--- src/common/eeprom_pkg.sv ---
`default_nettype none

package eeprom_pkg;

    localparam int ADDR_W = 11;             // 3 block bits + 8 bit word address
    localparam int WORD_W = 8;
    localparam int DATA_W = 8;

    localparam logic [3:0] DEV_CODE = 4'b1010;

    // host side
    typedef struct packed {
        logic              wr;
        logic              rd;
        logic [ADDR_W-1:0] addr;
        logic [DATA_W-1:0] wdata;
    } host_req_t;

    typedef struct packed {
        logic              busy;
        logic              ack;             // one cycle, ends a transaction
        logic              err;
        logic [DATA_W-1:0] rdata;
    } host_rsp_t;

    // commands understood by the bit engine
    typedef enum logic [1:0] {
        CMD_START,
        CMD_STOP,
        CMD_SEND,
        CMD_RECV
    } bit_cmd_e;

    typedef struct packed {
        logic              go;
        bit_cmd_e          cmd;
        logic [DATA_W-1:0] tx_byte;
        logic              last;            // nack the received byte
    } eng_cmd_t;

    typedef struct packed {
        logic              done;
        logic              nack;
        logic [DATA_W-1:0] rx_byte;
    } eng_rsp_t;

    typedef enum logic [3:0] {
        SEQ_IDLE,
        SEQ_START,
        SEQ_CTRL_W,
        SEQ_ADDR_W,
        SEQ_DATA_W,
        SEQ_RESTART,
        SEQ_CTRL_R,
        SEQ_DATA_R,
        SEQ_STOP,
        SEQ_FINISH
    } seq_state_e;

    typedef enum logic [2:0] {
        ENG_IDLE,
        ENG_START,
        ENG_SHIFT,
        ENG_ACK,
        ENG_STOP
    } eng_state_e;

endpackage

`default_nettype wire

--- src/eeprom_ctrl/i2c_bit_engine.sv ---
`default_nettype none

module i2c_bit_engine (
    input  wire                       CLK,
    input  wire                       RESET,
    input  wire eeprom_pkg::eng_cmd_t eng_cmd,
    output eeprom_pkg::eng_rsp_t      eng_rsp,
    output logic                      scl,
    output logic                      sda_low,
    input  wire                       sda_in
);

    eeprom_pkg::eng_state_e state;

    logic [1:0]                    phase;
    logic [2:0]                    bit_cnt;
    logic [eeprom_pkg::DATA_W-1:0] sh;          // tx and rx share this
    logic                          smp;         // line value taken in phase 1
    logic                          recv;
    logic                          last;
    logic                          bus_held;    // between START and STOP
    logic                          done;
    logic                          nack;

    // state, phase and bit counters
    always_ff @(posedge CLK) begin
        if (RESET) begin
            state    <= eeprom_pkg::ENG_IDLE;
            phase    <= 2'd0;
            bit_cnt  <= 3'd0;
            bus_held <= 1'b0;
            done     <= 1'b0;
            nack     <= 1'b0;
        end else begin
            done <= 1'b0;
            if (state == eeprom_pkg::ENG_IDLE) begin
                if (eng_cmd.go) begin
                    phase   <= 2'd0;
                    bit_cnt <= 3'd0;
                    case (eng_cmd.cmd)
                        eeprom_pkg::CMD_START: begin
                            state    <= eeprom_pkg::ENG_START;
                            bus_held <= 1'b1;
                        end
                        eeprom_pkg::CMD_STOP: state <= eeprom_pkg::ENG_STOP;
                        default: state <= eeprom_pkg::ENG_SHIFT;
                    endcase
                end
            end else begin
                phase <= phase + 2'd1;
                // slave ack, only meaningful on a send
                if (state == eeprom_pkg::ENG_ACK && phase == 2'd1) begin
                    nack <= recv ? 1'b0 : sda_in;
                end
                if (phase == 2'd3) begin
                    if (state == eeprom_pkg::ENG_SHIFT) begin
                        bit_cnt <= bit_cnt + 3'd1;
                        if (bit_cnt == 3'd7) begin
                            state <= eeprom_pkg::ENG_ACK;
                        end
                    end else begin
                        state <= eeprom_pkg::ENG_IDLE;
                        done  <= 1'b1;
                        if (state == eeprom_pkg::ENG_STOP) begin
                            bus_held <= 1'b0;
                        end
                    end
                end
            end
        end
    end

    // data path, msb first
    always_ff @(posedge CLK) begin
        if (state == eeprom_pkg::ENG_IDLE) begin
            if (eng_cmd.go) begin
                recv <= (eng_cmd.cmd == eeprom_pkg::CMD_RECV);
                last <= eng_cmd.last;
                if (eng_cmd.cmd == eeprom_pkg::CMD_SEND) begin
                    sh <= eng_cmd.tx_byte;
                end
            end
        end else begin
            if (phase == 2'd1) begin
                smp <= sda_in;
            end
            if (state == eeprom_pkg::ENG_SHIFT && phase == 2'd3) begin
                sh <= {sh[eeprom_pkg::DATA_W-2:0], smp};
            end
        end
    end

    // scl high in phases 1 and 2, sda moves in phase 0
    always_comb begin
        scl     = ^phase;
        sda_low = 1'b0;
        case (state)
            eeprom_pkg::ENG_START: sda_low = phase[1];             // falls in phase 2
            eeprom_pkg::ENG_STOP: begin
                scl     = (phase != 2'd0);                         // stays up once released
                sda_low = ~phase[1];
            end
            eeprom_pkg::ENG_SHIFT: sda_low = ~recv & ~sh[eeprom_pkg::DATA_W-1];
            eeprom_pkg::ENG_ACK: sda_low = recv & ~last;
            default: scl = ~bus_held;                              // park low mid transfer
        endcase
    end

    always_comb begin
        eng_rsp.done    = done;
        eng_rsp.nack    = nack;
        eng_rsp.rx_byte = sh;
    end

endmodule

`default_nettype wire

--- config.mk ---
export PLATFORM = sky130hd
export DESIGN_NAME = i2c_bit_engine
export DESIGN_NICKNAME = d
export VERILOG_FILES = /design/src/common/eeprom_pkg.sv /design/src/eeprom_ctrl/i2c_bit_engine.sv
export SDC_FILE = /design/constraint.sdc
export NUM_CORES = 1
export LEC_CHECK = 0
export BUFFER_PORTS_ARGS = -buffer_cell sky130_fd_sc_hd__buf_2
export CAP_MARGIN = 0
export CORE_MARGIN = 2
export CORE_UTILIZATION = 55
export CTS_CLUSTER_DIAMETER = 80
export DETAILED_ROUTE_END_ITERATION = 16
export GPL_ROUTABILITY_DRIVEN = 0
export PLACE_DENSITY_LB_ADDON = 0.3
export SYNTH_ARGS = -nofsm -noshare
export SYNTH_HDL_FRONTEND = slang
export SYNTH_SLANG_ARGS = --single-unit
export TNS_END_PERCENT = 50
--- constraint.sdc ---
create_clock -name CLK -period 4.2 [get_ports CLK]
set_input_delay 0.21 -clock CLK [delete_from_list [all_inputs] [get_ports CLK]]
set_output_delay 0.21 -clock CLK [all_outputs]
set_load 0.1 [all_outputs]
==> impl_metrics.tcl <==
set metrics [dict create \
    diodes 0 \
    start_util_pct 58.8 \
    post-route-period-util_pct 50.9 \
    setup_violations 0 \
    dieArea_um2 2480 \
    clock_power_share_pct 19.1 \
    finalSetupTns_ns 0 \
    post-place-ws_ns 2.19 \
    syn-cell-area_um2 1150 \
    min_path_type "primary input to flip-flop" \
    route.vias.total 942 \
    synth_fp_nets 144 \
    io_buffers 26 \
    ir_drop_v 0.000266 \
    overflow 0 \
    critPathMaxStageDelay_ns 0.66 \
    path_cells "mux2_2 > a21oi_1 > buf_2" \
    p_total_mw 0.500 \
    relSlewSlack_pct 55.1 \
    first_pass_iters 4 \
    finalHoldViolations 0 \
    path_clk_slew_ns 0.11 \
    cts_buffers 3 \
    synthCells 124 \
    whs_ns 0.0885 \
    synth_seq_area_share_pct 47.7 \
    drt_iter0_drc 28 \
    p_leak_nw 0.585 \
    stdcell_count 173 \
    crit_required_ns 3.99 \
    switching_share_pct 36.7 \
    cts_hold_buf 0 \
    pin_count 27 \
    finClkSkew_ns 0.000410 \
    synth.top_cell.area_share_pct 28.6 \
    grt_pass1_wl_um 4140 \
    die_x_um 49.8 \
    synth_edf_count 11 \
    worst_slew_pin_slew_ns 0.670 \
    rows 16 \
    status "finished clean" \
    vias_per_cell 5.45 \
    clock_latency_ns 0.30 \
    power_density_nw_per_um2 386 \
    areaGrowthSynthToFinish_pct 12.5 \
    final_antenna_net_count 0 \
    syn_avg_cell_area_um2 9.30 \
    critPathMaxFanout 18 \
    drv_slew 0 \
    htree_levels 1 \
    cts_tree "built" \
    dpl.hpwl_um 1820 \
    cpLargestDelayFamily "flip-flops" \
    yosysMostFrequentCell "nand2_1" \
    track_usage_pct 21.7 \
    p_seq_share_pct 51.4 \
    p_sw_mw 0.184 \
    max-cap-violations 0 \
    arrival_ns 1.93 \
    worstSetupPathType "flip-flop to primary output" \
    drc 0 \
    post-route-min-period_ns 2.14 \
    grt_max_degree 19 \
    critPathCaptureType "primary output" \
    ys_top_cells_by_count "nand2_1, dfxtp_1, edfxtp_1" \
    synth_ff_type "edfxtp_1" \
    yosys.area.top_type "edfxtp_1" \
    post_cts_buffers 0 \
    cts_root_buffer "clkbuf_4" \
    setup_ws_ns 2.06 \
    grt_pass1_vias 957 \
    core-area_um2 1960 \
    drive_above_1_share_pct 23.3 \
    cts.repair.resized 0 \
    fin_nets 167 \
    ys_warn_count 0 \
    synth_area_leaders "edfxtp_1, dfxtp_1, nand2_1, ha_1, a21oi_1" \
    cp-start-kind "flip-flop" \
    routed_wl_um 2370 \
    async_flop_share_pct 0 \
    intPower_mw 0.316 \
    comb_power_share_pct 29.5 \
    dp_cells 169 \
    cts_buffer_depth 2 \
    wl_per_cell_um 13.7 \
    cpMaxStageDelayCell "dfxtp_1" \
    ys_ff_latch 22 \
    cp_num_buf_inv 1 \
    fmax_ghz 0.468 \
    rsz0062_at_grt "false" \
    cts.sinks 22 \
    yosys.cell_types.count 38 \
    grt_antenna_before_repair 0 \
    die_h_um 49.8 \
]
per-stage QoR:
stage	utilization, %	area (um^2)
after global placement	64.8	1270
after CTS	66.1	1300
after global routing	66.1	1300
final	66.1	1300
after floorplan	-	1150
after detailed placement	64.8	1270
metal layers:
layer	vias up	global-route usage (%)	wire, um	share of wire, %
li1	470	-	-	-
met1	436	25.5	964	41
met2	34	39.6	1280	54
met3	2	3.33	111	4.7
met4	0	7.87	14	0.59
met5	-	0	0	0
layout by cell type, fill, tap and decap left out:
master,instances
a31oi_1,2
nor3_1,3
a21oi_1,7
ha_1,5
nor3_2,1
dfxtp_1,11
nand4_1,1
and2_1,2
o22ai_1,1
nor2_1,9
mux2i_1,2
and2b_1,1
nand2b_1,2
or4b_4,1
edfxtp_1,11
a211o_1,1
or3_1,2
nor2b_1,3
buf_2,26
a21boi_4,1
o21a_1,1
o32ai_1,1
nor4_1,1
nand4b_1,1
o21ai_0,1
mux2_2,1
and4bb_2,1
nor3b_1,1
nand3_1,3
nand4bb_1,1
clkbuf_4,3
a311oi_1,1
o211ai_1,1
nand2_1,28
inv_1,7
a32oi_1,1
clkinv_1,1
worst paths after layout:
check                   from         end  slack [ns]  cells after the start
setup reg to reg    state[2]       sh[6]        2.16                      3
setup / recovery    state[2]         scl        2.06                      3
hold reg to reg   bit_cnt[2]  bit_cnt[2]        0.50                      2
hold / removal    eng_cmd[0]        last        0.09                      1
logic make-up after synthesis:
| kind of cell | Yosys count | synth area share, % |
|---|---|---|
| mux | 3 | 2.71 |
| flops | 22 | 47.7 |
| compound gates | 18 | 11.1 |
| simple gates | 61 | 26.8 |
| buf+inv | 15 | 6.29 |
| fa+ha+maj | 5 | 5.42 |
cell type report:
cell class / count / area [um^2]
sequential: 22 / 551
multi-input combinational: 87 / 531
clock buffer: 3 / 22.5
tap: 27 / 33.8
fill: 174 / 664
timing repair buffer: 26 / 130
clock inverter: 1 / 3.75
inverter: 7 / 26.3
flip-flops by register name, indices dropped and copies added (netlist names):
name	cells
state	3
bus_held	1
last	1
phase	2
done	1
sh	8
recv	1
bit_cnt	3
smp	1
nack	1
power groups by stage:
stage               logic [mW]  registers, mW  clock network, mW
floorplan               0.0915          0.288                  0
global placement         0.144          0.260                  0
detailed placement       0.147          0.262                  0
CTS                      0.148          0.257             0.0957
global route             0.160          0.260              0.108
finish                   0.147          0.257             0.0958
Power figures use the tool's default switching activity.
