File: src/common/eeprom_pkg.sv
`default_nettype none

package eeprom_pkg;

    localparam int ADDR_W = 11;             // 3 block bits + 8 bit word address
    localparam int WORD_W = 8;
    localparam int DATA_W = 8;

    localparam logic [3:0] DEV_CODE = 4'b1010;

    // host side
    typedef struct packed {
        logic              wr;
        logic              rd;
        logic [ADDR_W-1:0] addr;
        logic [DATA_W-1:0] wdata;
    } host_req_t;

    typedef struct packed {
        logic              busy;
        logic              ack;             // one cycle, ends a transaction
        logic              err;
        logic [DATA_W-1:0] rdata;
    } host_rsp_t;

    // commands understood by the bit engine
    typedef enum logic [1:0] {
        CMD_START,
        CMD_STOP,
        CMD_SEND,
        CMD_RECV
    } bit_cmd_e;

    typedef struct packed {
        logic              go;
        bit_cmd_e          cmd;
        logic [DATA_W-1:0] tx_byte;
        logic              last;            // nack the received byte
    } eng_cmd_t;

    typedef struct packed {
        logic              done;
        logic              nack;
        logic [DATA_W-1:0] rx_byte;
    } eng_rsp_t;

    typedef enum logic [3:0] {
        SEQ_IDLE,
        SEQ_START,
        SEQ_CTRL_W,
        SEQ_ADDR_W,
        SEQ_DATA_W,
        SEQ_RESTART,
        SEQ_CTRL_R,
        SEQ_DATA_R,
        SEQ_STOP,
        SEQ_FINISH
    } seq_state_e;

    typedef enum logic [2:0] {
        ENG_IDLE,
        ENG_START,
        ENG_SHIFT,
        ENG_ACK,
        ENG_STOP
    } eng_state_e;

endpackage

`default_nettype wire

File: src/eeprom_ctrl/eeprom_sequencer.sv
`default_nettype none

module eeprom_sequencer (
    input  wire                        CLK,
    input  wire                        RESET,
    input  wire eeprom_pkg::host_req_t req,
    output eeprom_pkg::host_rsp_t      rsp,
    output eeprom_pkg::eng_cmd_t       eng_cmd,
    input  wire eeprom_pkg::eng_rsp_t  eng_rsp
);

    eeprom_pkg::seq_state_e state;
    eeprom_pkg::seq_state_e state_n;

    // latched request
    logic [eeprom_pkg::ADDR_W-1:0] addr_q;
    logic [eeprom_pkg::DATA_W-1:0] wdata_q;
    logic                          rd_q;

    // command to the engine
    eeprom_pkg::bit_cmd_e          cmd_q;
    eeprom_pkg::bit_cmd_e          cmd_n;
    logic [eeprom_pkg::DATA_W-1:0] tx_q;
    logic [eeprom_pkg::DATA_W-1:0] tx_n;
    logic                          last_q;
    logic                          last_n;
    logic                          go_q;
    logic                          issue;
    logic                          nack_stop;

    logic                          busy;
    logic                          ack;
    logic                          err;
    logic [eeprom_pkg::DATA_W-1:0] rdata;

    logic                          strobe;
    logic [eeprom_pkg::DATA_W-1:0] ctrl_byte;   // r/w bit left clear

    assign strobe    = req.wr | req.rd;
    assign ctrl_byte = {eeprom_pkg::DEV_CODE,
                        addr_q[eeprom_pkg::ADDR_W-1:eeprom_pkg::WORD_W], 1'b0};

    always_comb begin
        state_n   = state;
        cmd_n     = cmd_q;
        tx_n      = tx_q;
        last_n    = 1'b0;
        issue     = 1'b0;
        nack_stop = 1'b0;
        case (state)
            eeprom_pkg::SEQ_IDLE: begin
                if (strobe) begin
                    state_n = eeprom_pkg::SEQ_START;
                    cmd_n   = eeprom_pkg::CMD_START;
                    issue   = 1'b1;
                end
            end
            eeprom_pkg::SEQ_FINISH: state_n = eeprom_pkg::SEQ_IDLE;
            default: begin
                if (eng_rsp.done) begin
                    issue = 1'b1;
                    case (state)
                        eeprom_pkg::SEQ_START: begin
                            state_n = eeprom_pkg::SEQ_CTRL_W;
                            cmd_n   = eeprom_pkg::CMD_SEND;
                            tx_n    = ctrl_byte;
                        end
                        eeprom_pkg::SEQ_CTRL_W: begin
                            state_n = eeprom_pkg::SEQ_ADDR_W;
                            cmd_n   = eeprom_pkg::CMD_SEND;
                            tx_n    = addr_q[eeprom_pkg::WORD_W-1:0];
                        end
                        eeprom_pkg::SEQ_ADDR_W: begin
                            if (rd_q) begin
                                state_n = eeprom_pkg::SEQ_RESTART;
                                cmd_n   = eeprom_pkg::CMD_START;
                            end else begin
                                state_n = eeprom_pkg::SEQ_DATA_W;
                                cmd_n   = eeprom_pkg::CMD_SEND;
                                tx_n    = wdata_q;
                            end
                        end
                        eeprom_pkg::SEQ_RESTART: begin
                            state_n = eeprom_pkg::SEQ_CTRL_R;
                            cmd_n   = eeprom_pkg::CMD_SEND;
                            tx_n    = ctrl_byte | 8'h01;
                        end
                        eeprom_pkg::SEQ_CTRL_R: begin
                            state_n = eeprom_pkg::SEQ_DATA_R;
                            cmd_n   = eeprom_pkg::CMD_RECV;
                            last_n  = 1'b1;            // single byte read
                        end
                        eeprom_pkg::SEQ_STOP: begin
                            state_n = eeprom_pkg::SEQ_FINISH;
                            issue   = 1'b0;
                        end
                        default: begin                 // DATA_W, DATA_R
                            state_n = eeprom_pkg::SEQ_STOP;
                            cmd_n   = eeprom_pkg::CMD_STOP;
                        end
                    endcase
                    // refused byte ends the transfer
                    if (cmd_q == eeprom_pkg::CMD_SEND && eng_rsp.nack) begin
                        state_n   = eeprom_pkg::SEQ_STOP;
                        cmd_n     = eeprom_pkg::CMD_STOP;
                        nack_stop = 1'b1;
                    end
                end
            end
        endcase
    end

    always_ff @(posedge CLK) begin
        if (RESET) begin
            state <= eeprom_pkg::SEQ_IDLE;
            go_q  <= 1'b0;
            busy  <= 1'b0;
            ack   <= 1'b0;
            err   <= 1'b0;
            rdata <= '0;
        end else begin
            state <= state_n;
            go_q  <= issue;
            ack   <= (state == eeprom_pkg::SEQ_FINISH);
            if (state == eeprom_pkg::SEQ_IDLE && strobe) begin
                busy <= 1'b1;
                err  <= 1'b0;
            end
            if (nack_stop) begin
                err <= 1'b1;
            end
            if (state == eeprom_pkg::SEQ_FINISH) begin
                busy <= 1'b0;                          // drops with ack
                if (rd_q && !err) begin
                    rdata <= eng_rsp.rx_byte;
                end
            end
        end
    end

    always_ff @(posedge CLK) begin
        cmd_q  <= cmd_n;
        tx_q   <= tx_n;
        last_q <= last_n;
        if (state == eeprom_pkg::SEQ_IDLE && strobe) begin
            addr_q  <= req.addr;
            wdata_q <= req.wdata;
            rd_q    <= ~req.wr;                        // wr wins
        end
    end

    always_comb begin
        rsp.busy        = busy;
        rsp.ack         = ack;
        rsp.err         = err;
        rsp.rdata       = rdata;
        eng_cmd.go      = go_q;
        eng_cmd.cmd     = cmd_q;
        eng_cmd.tx_byte = tx_q;
        eng_cmd.last    = last_q;
    end

endmodule

`default_nettype wire

File: config.mk
export PLATFORM = sky130hd
export DESIGN_NAME = eeprom_sequencer
export DESIGN_NICKNAME = d
export VERILOG_FILES = /design/src/common/eeprom_pkg.sv /design/src/eeprom_ctrl/eeprom_sequencer.sv
export SDC_FILE = /design/constraint.sdc
export NUM_CORES = 1
export LEC_CHECK = 0
export BUFFER_PORTS_ARGS = -buffer_cell sky130_fd_sc_hd__buf_4
export CORE_MARGIN = 2
export CORE_UTILIZATION = 55
export CTS_CLUSTER_SIZE = 8
export DETAILED_ROUTE_END_ITERATION = 10
export PLACE_DENSITY = 0.89
export SETUP_SLACK_MARGIN = 0.15
export SLEW_MARGIN = 20
export SYNTH_ARGS = -nofsm -noshare
export SYNTH_HDL_FRONTEND = slang
export SYNTH_SLANG_ARGS = --single-unit
File: constraint.sdc
create_clock -name CLK -period 5.7 [get_ports CLK]
set_input_delay 0.285 -clock CLK [delete_from_list [all_inputs] [get_ports CLK]]
set_output_delay 0.285 -clock CLK [all_outputs]
set_load 0.01 [all_outputs]
==> results.sh, run 1 <==
export IMPL_fin_nets=245
export IMPL_grt_max_degree=27
export IMPL_ioPinCount=56
export IMPL_cts_sinks=47
export IMPL_fin_tns_setup_ps=0
export IMPL_dp_cells=251
export IMPL_final_antenna_net_count=0
export IMPL_netlist_top_cells_area="edfxtp_1, dfxtp_1, mux2i_1"
export IMPL_final_setup_worst_slack_ps=3400
export IMPL_drc_errors=0
export IMPL_rsz0062_at_grt="no"
export IMPL_worstPathRequired_ps=5700
export IMPL_worstMarginPinSlew_ps=998
export IMPL_status="finished, final reports clean"
export IMPL_initial_core_util_pct=58.2
export IMPL_slowest_stage="dfxtp_1"
export IMPL_path_delay_family="flip-flops"
export IMPL_grt_usage_pct=19.4
export IMPL_cts_htree_levels=2
export IMPL_slew_viol_final=0
export IMPL_dpl_cell_area_um2=2390
export IMPL_vias=1404
export IMPL_die_area_um2=4110
export IMPL_crit_fanout=26
export IMPL_maxCapViolCount=0
export IMPL_critical_path_cell_chain="nor2_1, a2111oi_2"
export IMPL_final_area_um2=2450
export IMPL_min_path_type="input port to flop"
export IMPL_die_h_um=64.1
export IMPL_synthCells=164
export IMPL_synth_edf_count=30
export IMPL_cts_tree="yes"
export IMPL_yosysUniqueCellTypes=38
export IMPL_grt_pass1_wl_um=6110
export IMPL_path_class="flop to flop"
export IMPL_grt_antenna_before_repair=0
export IMPL_path_buf_inv=0
export IMPL_pre_cts_ws_ps=3420
export IMPL_routabilityCongestion=0.821
export IMPL_start_kind="flop"
export IMPL_clkTransAtPathRegs_ps=130
export IMPL_synth_cell_area_um2=1990
export IMPL_cts_hold_buf=0
export IMPL_layout_drive_gt1_share_pct=33.3
export IMPL_r2r_slack_ps=3400
export IMPL_synth_seq_cells=47
export IMPL_yosysSeqAreaShare_pct=62.4
export IMPL_synth_largest_area_cell="edfxtp_1"
export IMPL_grt_pass1_vias=1394
export IMPL_ys_warn_count=0
export IMPL_cts_max_path_buffers=2
export IMPL_fmax_ghz=0.434
export IMPL_post_cts_resize_count=0
export IMPL_leakagePower_nw=1.06
export IMPL_slowest_delay_ps=1000
export IMPL_first_iter_violations=83
export IMPL_cp_arrival_ps=2300
export IMPL_clock_tree_root_cell="clkbuf_4"
export IMPL_synth_main_ff_cell="edfxtp_1"
export IMPL_numCtsBuffers=5
export IMPL_port_buffers=55
export IMPL_cellPowerDensity_nw_per_um2=442
export IMPL_finalHoldViolations=0
export IMPL_syn_nets=197
export IMPL_final_core_util_pct=71.6
export IMPL_drtPass1Iterations=5
export IMPL_holdWs_ps=93.4
export IMPL_post_synth_top_count_cell="edfxtp_1"
export IMPL_setup_viol=0
export IMPL_vias_per_cell=5.42
export IMPL_avgSynthCellArea_um2=12.1
export IMPL_die_w_um=64.1
export IMPL_synth_commonest_cells="edfxtp_1, nor2_1, dfxtp_1, mux2i_1, a21oi_1"
export IMPL_instances_no_fill=259
export IMPL_wl_per_cell_um=14.2
export IMPL_clock_skew_ps=13.7
export IMPL_coreArea_um2=3420
export IMPL_dp_hpwl_um=2700
export IMPL_wl_um=3680
export IMPL_area_growth_pct=23.0
export IMPL_synth_top_area_share_pct=45.3
export IMPL_cts_setup_buffers=0
export IMPL_async_reset_ff_share_pct=0
export IMPL_ir_drop_uv=215
export IMPL_p_total_mw=1.08
export IMPL_period_minus_slack_ps=2300
export IMPL_relSlewSlack_pct=33.4
export IMPL_clk_latency_ps=350
export IMPL_fp_row_count=21
export IMPL_gr_total_overflow=0
export IMPL_n_antenna_cell=0
export IMPL_critPathCaptureType="flop"
export IMPL_timing_final_crit_share_pct=40.4
-- layout by cell type, fill, tap and decap left out, drive strengths merged --
| cell | Yosys | final |
|---|---|---|
| edfxtp | 30 | 30 |
| nand3b | 1 | 1 |
| nor2 | 21 | 21 |
| nor4 | 2 | 2 |
| o41ai | 1 | 1 |
| o221a | 1 | 1 |
| mux2i | 15 | 15 |
| a211oi | 1 | 1 |
| nor3b | 1 | 1 |
| o211a | 1 | 1 |
| a2111oi | 1 | 1 |
| clkinv | 0 | 1 |
| nor2b | 3 | 3 |
| a21o | 3 | 3 |
| a31oi | 1 | 1 |
| a32o | 1 | 1 |
| nor3 | 6 | 6 |
| o31ai | 2 | 2 |
| dfxtp | 17 | 17 |
| buf | 9 | 56 |
| a211o | 1 | 1 |
| and3b | 1 | 1 |
| inv | 4 | 4 |
| nand2b | 6 | 6 |
| o31a | 1 | 1 |
| clkbuf | 6 | 6 |
| nor4bb | 1 | 1 |
| mux2 | 2 | 2 |
| nand3 | 1 | 1 |
| clkinvlp | 0 | 1 |
| o211ai | 1 | 1 |
| o21ai | 2 | 2 |
| nand2 | 9 | 9 |
| or3 | 1 | 1 |
| nand4 | 1 | 1 |
| a21oi | 10 | 10 |
-- kinds of logic (layout without fill, tap and decap cells) --
logic type	Yosys count	count (layout)	synth area share [%]
simple gates	54	54	13.5
mux	17	17	8.68
compound gates	27	27	10.4
buf+inv	19	68	5.03
flops	47	47	62.4
-- metal layers --
layer | GRT usage, % | vias up | part of all wire, %
li1 | - | 683 | -
met1 | 24.6 | 638 | 41
met2 | 31.5 | 75 | 49
met3 | 4.40 | 8 | 8.7
met4 | 9.57 | 0 | 2.1
met5 | 0 | - | 0
-- cell type report --
cell class | instances | area, µm²
well taps | 46 | 57.6
clock inverters | 2 | 12.5
inverters | 4 | 15.0
flip-flops and latches | 47 | 1240
repair buffers | 56 | 420
clock buffers | 6 | 41.3
multi-input cells | 98 | 658
fillers | 256 | 970
-- worst paths after layout --
path / to / start / depth (start not counted)
min reg2reg: err$_SDFFE_PP0P_ / err$_SDFFE_PP0P_ / 2
max reg2reg: tx_q[4]$_DFFE_PP_ / state[0]$_SDFFE_PP0P_ / 2
min: wdata_q[4]$_DFFE_PP_ / req[4] / 1
max: tx_q[4]$_DFFE_PP_ / state[0]$_SDFFE_PP0P_ / 2
-- power by group --
| group | switching, mW | leakage [nW] | internal [mW] |
|---|---|---|---|
| Clock | 0.0984 | 0.0282 | 0.0477 |
| Combinational | 0.194 | 0.608 | 0.166 |
| Sequential | 0.0806 | 0.424 | 0.494 |
| Total | 0.373 | 1.06 | 0.709 |
-- registers in the layout (all words and copies together) (netlist names) --
signal and count:
addr_q 11, rdata 8, tx_q 8, wdata_q 8, state 4, cmd_q 2
ack 1, busy 1, err 1, go_q 1, last_q 1, rd_q 1
-- worst reg2reg max path, cell delays in order (launching register included) --
cell and delay [ps]:
dfxtp_1 1000, nor2_1 190, a2111oi_2 760
Note: power is estimated with default switching activity, not from simulation.
==> inputs of run 2 (changes only) <==
CORE_UTILIZATION = 46   (was 55)
PLACE_DENSITY = 0.8   (was 0.89)
clock period = 2 ns   (was 5.7 ns; I/O delays follow)
==> run 2 against run 1 <==
Net effect: total power rose to 3.1 times the previous value; die area grew 18%; final area up 11%; utilization decreased by 4.9 points; combinational power rose to 3.5 times the previous value; hold slack worse by 51 ps; critical path type unchanged; largest cell class unchanged.
==> results.sh, run 2 (synthesis gave the netlist of run 1 again) <==
export IMPL_die_area_um2=4860
export IMPL_cp_endpoint="tx_q[0]$_DFFE_PP_"
export IMPL_coreArea_um2=4090
export IMPL_drc_errors=0
export IMPL_critPathCaptureType="flop"
export IMPL_power_frac_comb_pct=37.6
export IMPL_largest_register_ffs=11
export IMPL_vias_per_cell=5.10
export IMPL_cts_tree="yes"
export IMPL_first_iter_violations=151
export IMPL_grt_antenna_before_repair=0
export IMPL_seq_power_share_pct=46.4
export IMPL_cts_htree_levels=2
export IMPL_largest_register="addr_q"
export IMPL_leakagePower_nw=1.19
export IMPL_clock_tree_root_cell="clkbuf_8"
export IMPL_relSlewSlack_pct=67.3
export IMPL_gr_total_overflow=0
export IMPL_drtPass1Iterations=4
export IMPL_fin_nets=269
export IMPL_clock_skew_ps=7.20
export IMPL_maxCapViolCount=0
export IMPL_start_kind="flop"
export IMPL_wl_um=3940
export IMPL_n_antenna_cell=0
export IMPL_worstPathRequired_ps=2010
export IMPL_clkTransAtPathRegs_ps=80
export IMPL_port_buffers=55
export IMPL_area_growth_pct=37.1
export IMPL_path_class="flop to flop"
export IMPL_worst_r2r_cell_count=4
export IMPL_clkPwrFrac_pct=16.0
export IMPL_rsz0062_at_grt="no"
export IMPL_grt_pass1_wl_um=6510
export IMPL_initial_core_util_pct=48.7
export IMPL_vias=1465
export IMPL_slew_viol_final=0
export IMPL_min_path_type="input port to flop"
export IMPL_sw_frac_of_total_pct=33.0
export IMPL_p_total_mw=3.32
export IMPL_die_w_um=69.7
export IMPL_ioPinCount=56
export IMPL_switching_power_mw=1.10
export IMPL_routabilityCongestion=0.867
export IMPL_clk_latency_ps=290
export IMPL_cts_max_path_buffers=2
export IMPL_layout_drive_gt1_share_pct=31.6
export IMPL_internal_power_mw=2.23
export IMPL_ir_drop_uv=669
export IMPL_dp_cells=260
export IMPL_r2r_slack_ps=310
export IMPL_grt_pass1_vias=1403
export IMPL_wl_per_cell_um=13.7
export IMPL_instances_no_fill=287
export IMPL_cp_startpoint="state[0]$_SDFFE_PP0P_"
export IMPL_reg2reg_to="tx_q[0]$_DFFE_PP_"
export IMPL_worstMarginPinSlew_ps=489
export IMPL_numCtsBuffers=5
export IMPL_final_common_cell="buf_4"
export IMPL_period_minus_slack_ps=1690
export IMPL_final_core_util_pct=66.7
export IMPL_r2r_start="state[0]$_SDFFE_PP0P_"
export IMPL_die_h_um=69.7
export IMPL_fp_row_count=23
export IMPL_status="finished, final reports clean"
export IMPL_fin_tns_setup_ps=0
export IMPL_cp_arrival_ps=1700
export IMPL_setup_viol=0
export IMPL_final_antenna_net_count=0
export IMPL_cts_sinks=47
export IMPL_final_setup_worst_slack_ps=309
export IMPL_grt_usage_pct=17.0
export IMPL_finalHoldViolations=0
export IMPL_final_cell_mix="buf_4, edfxtp_1, nor2_1, dlygate4sd3_1, dfxtp_1"
export IMPL_dp_hpwl_um=2700
export IMPL_cts_setup_buffers=0
export IMPL_grt_max_degree=23
export IMPL_fmax_ghz=0.591
export IMPL_pre_cts_ws_ps=321
export IMPL_crit_fanout=19
export IMPL_cellPowerDensity_nw_per_um2=1220
export IMPL_timing_final_crit_share_pct=84.6
[run 2: cell types whose count changed in the layout (fill, tap and decap cells not counted)]
| cell | previous run | this run |
|---|---|---|
| nor3_4 | 0 | 1 |
| dlygate4sd3_1 | 0 | 19 |
| clkbuf_1 | 1 | 2 |
| buf_4 | 56 | 60 |
| clkinvlp_4 | 1 | 0 |
| buf_12 | 0 | 1 |
| nor3_2 | 1 | 0 |
| clkbuf_8 | 0 | 5 |
| clkbuf_4 | 5 | 0 |
[run 2: through the flow]
stage / hold WS (ps) / area (µm²)
global placement: 279 / 2450
floorplan: 199 / 2010
CTS: 30.8 / 2730
global route: 52.8 / 2730
detailed placement: 279 / 2450
finish: 42.0 / 2730
[run 2: worst min path at each step]
stage	from	endpoint	slack (ps)	cells past startpoint
final	eng_rsp[1]	rdata[1]$_SDFFE_PP0P_	40	3
after global routing	eng_rsp[1]	rdata[1]$_SDFFE_PP0P_	50	3
after CTS	eng_rsp[7]	rdata[7]$_SDFFE_PP0P_	30	3
after detailed placement	req[14]	addr_q[6]$_DFFE_PP_	280	1
after global placement	req[6]	wdata_q[6]$_DFFE_PP_	280	1
after floorplan	req[8]	addr_q[0]$_DFFE_PP_	200	0
[run 2: power groups by stage]
stage	Sequential, mW	Combinational (mW)	Clock (mW)
2_1_floorplan	1.55	0.827	0
3_3_place_gp	1.56	1.19	0
3_5_place_dp	1.56	1.21	0
4_1_cts	1.54	1.24	0.542
5_1_grt	1.57	1.36	0.586
6_report	1.54	1.25	0.533
[run 2: layer usage]
layer,vias up,GRT usage (%),wire [µm]
met5,-,0,0
met4,0,4.49,34
met3,4,5.09,310
met2,65,25.9,1810
met1,663,23.9,1790
li1,733,-,-
[run 2: worst max-delay path: stages (launching register included)]
cell       delay, ps
dfxtp_1          380
buf_4            240
a21o_1           180
a2111oi_2        370
buf_4            230
[run 2: timing repair]
| item | in CTS | in global routing |
|---|---|---|
| hold buffers | 19 | 0 |
| hold endpoints to repair | 19 | 0 |
| resized for setup | 0 | 0 |
[run 2: final cells by class]
| class | count | area (µm²) |
|---|---|---|
| Sequential cell | 47 | 1240 |
| Clock inverter | 1 | 5.00 |
| Fill cell | 317 | 1360 |
| Multi-Input combinational cell | 98 | 664 |
| Clock buffer | 7 | 76.3 |
| Tap cell | 50 | 62.6 |
| Timing Repair Buffer | 80 | 661 |
| Inverter | 4 | 15.0 |
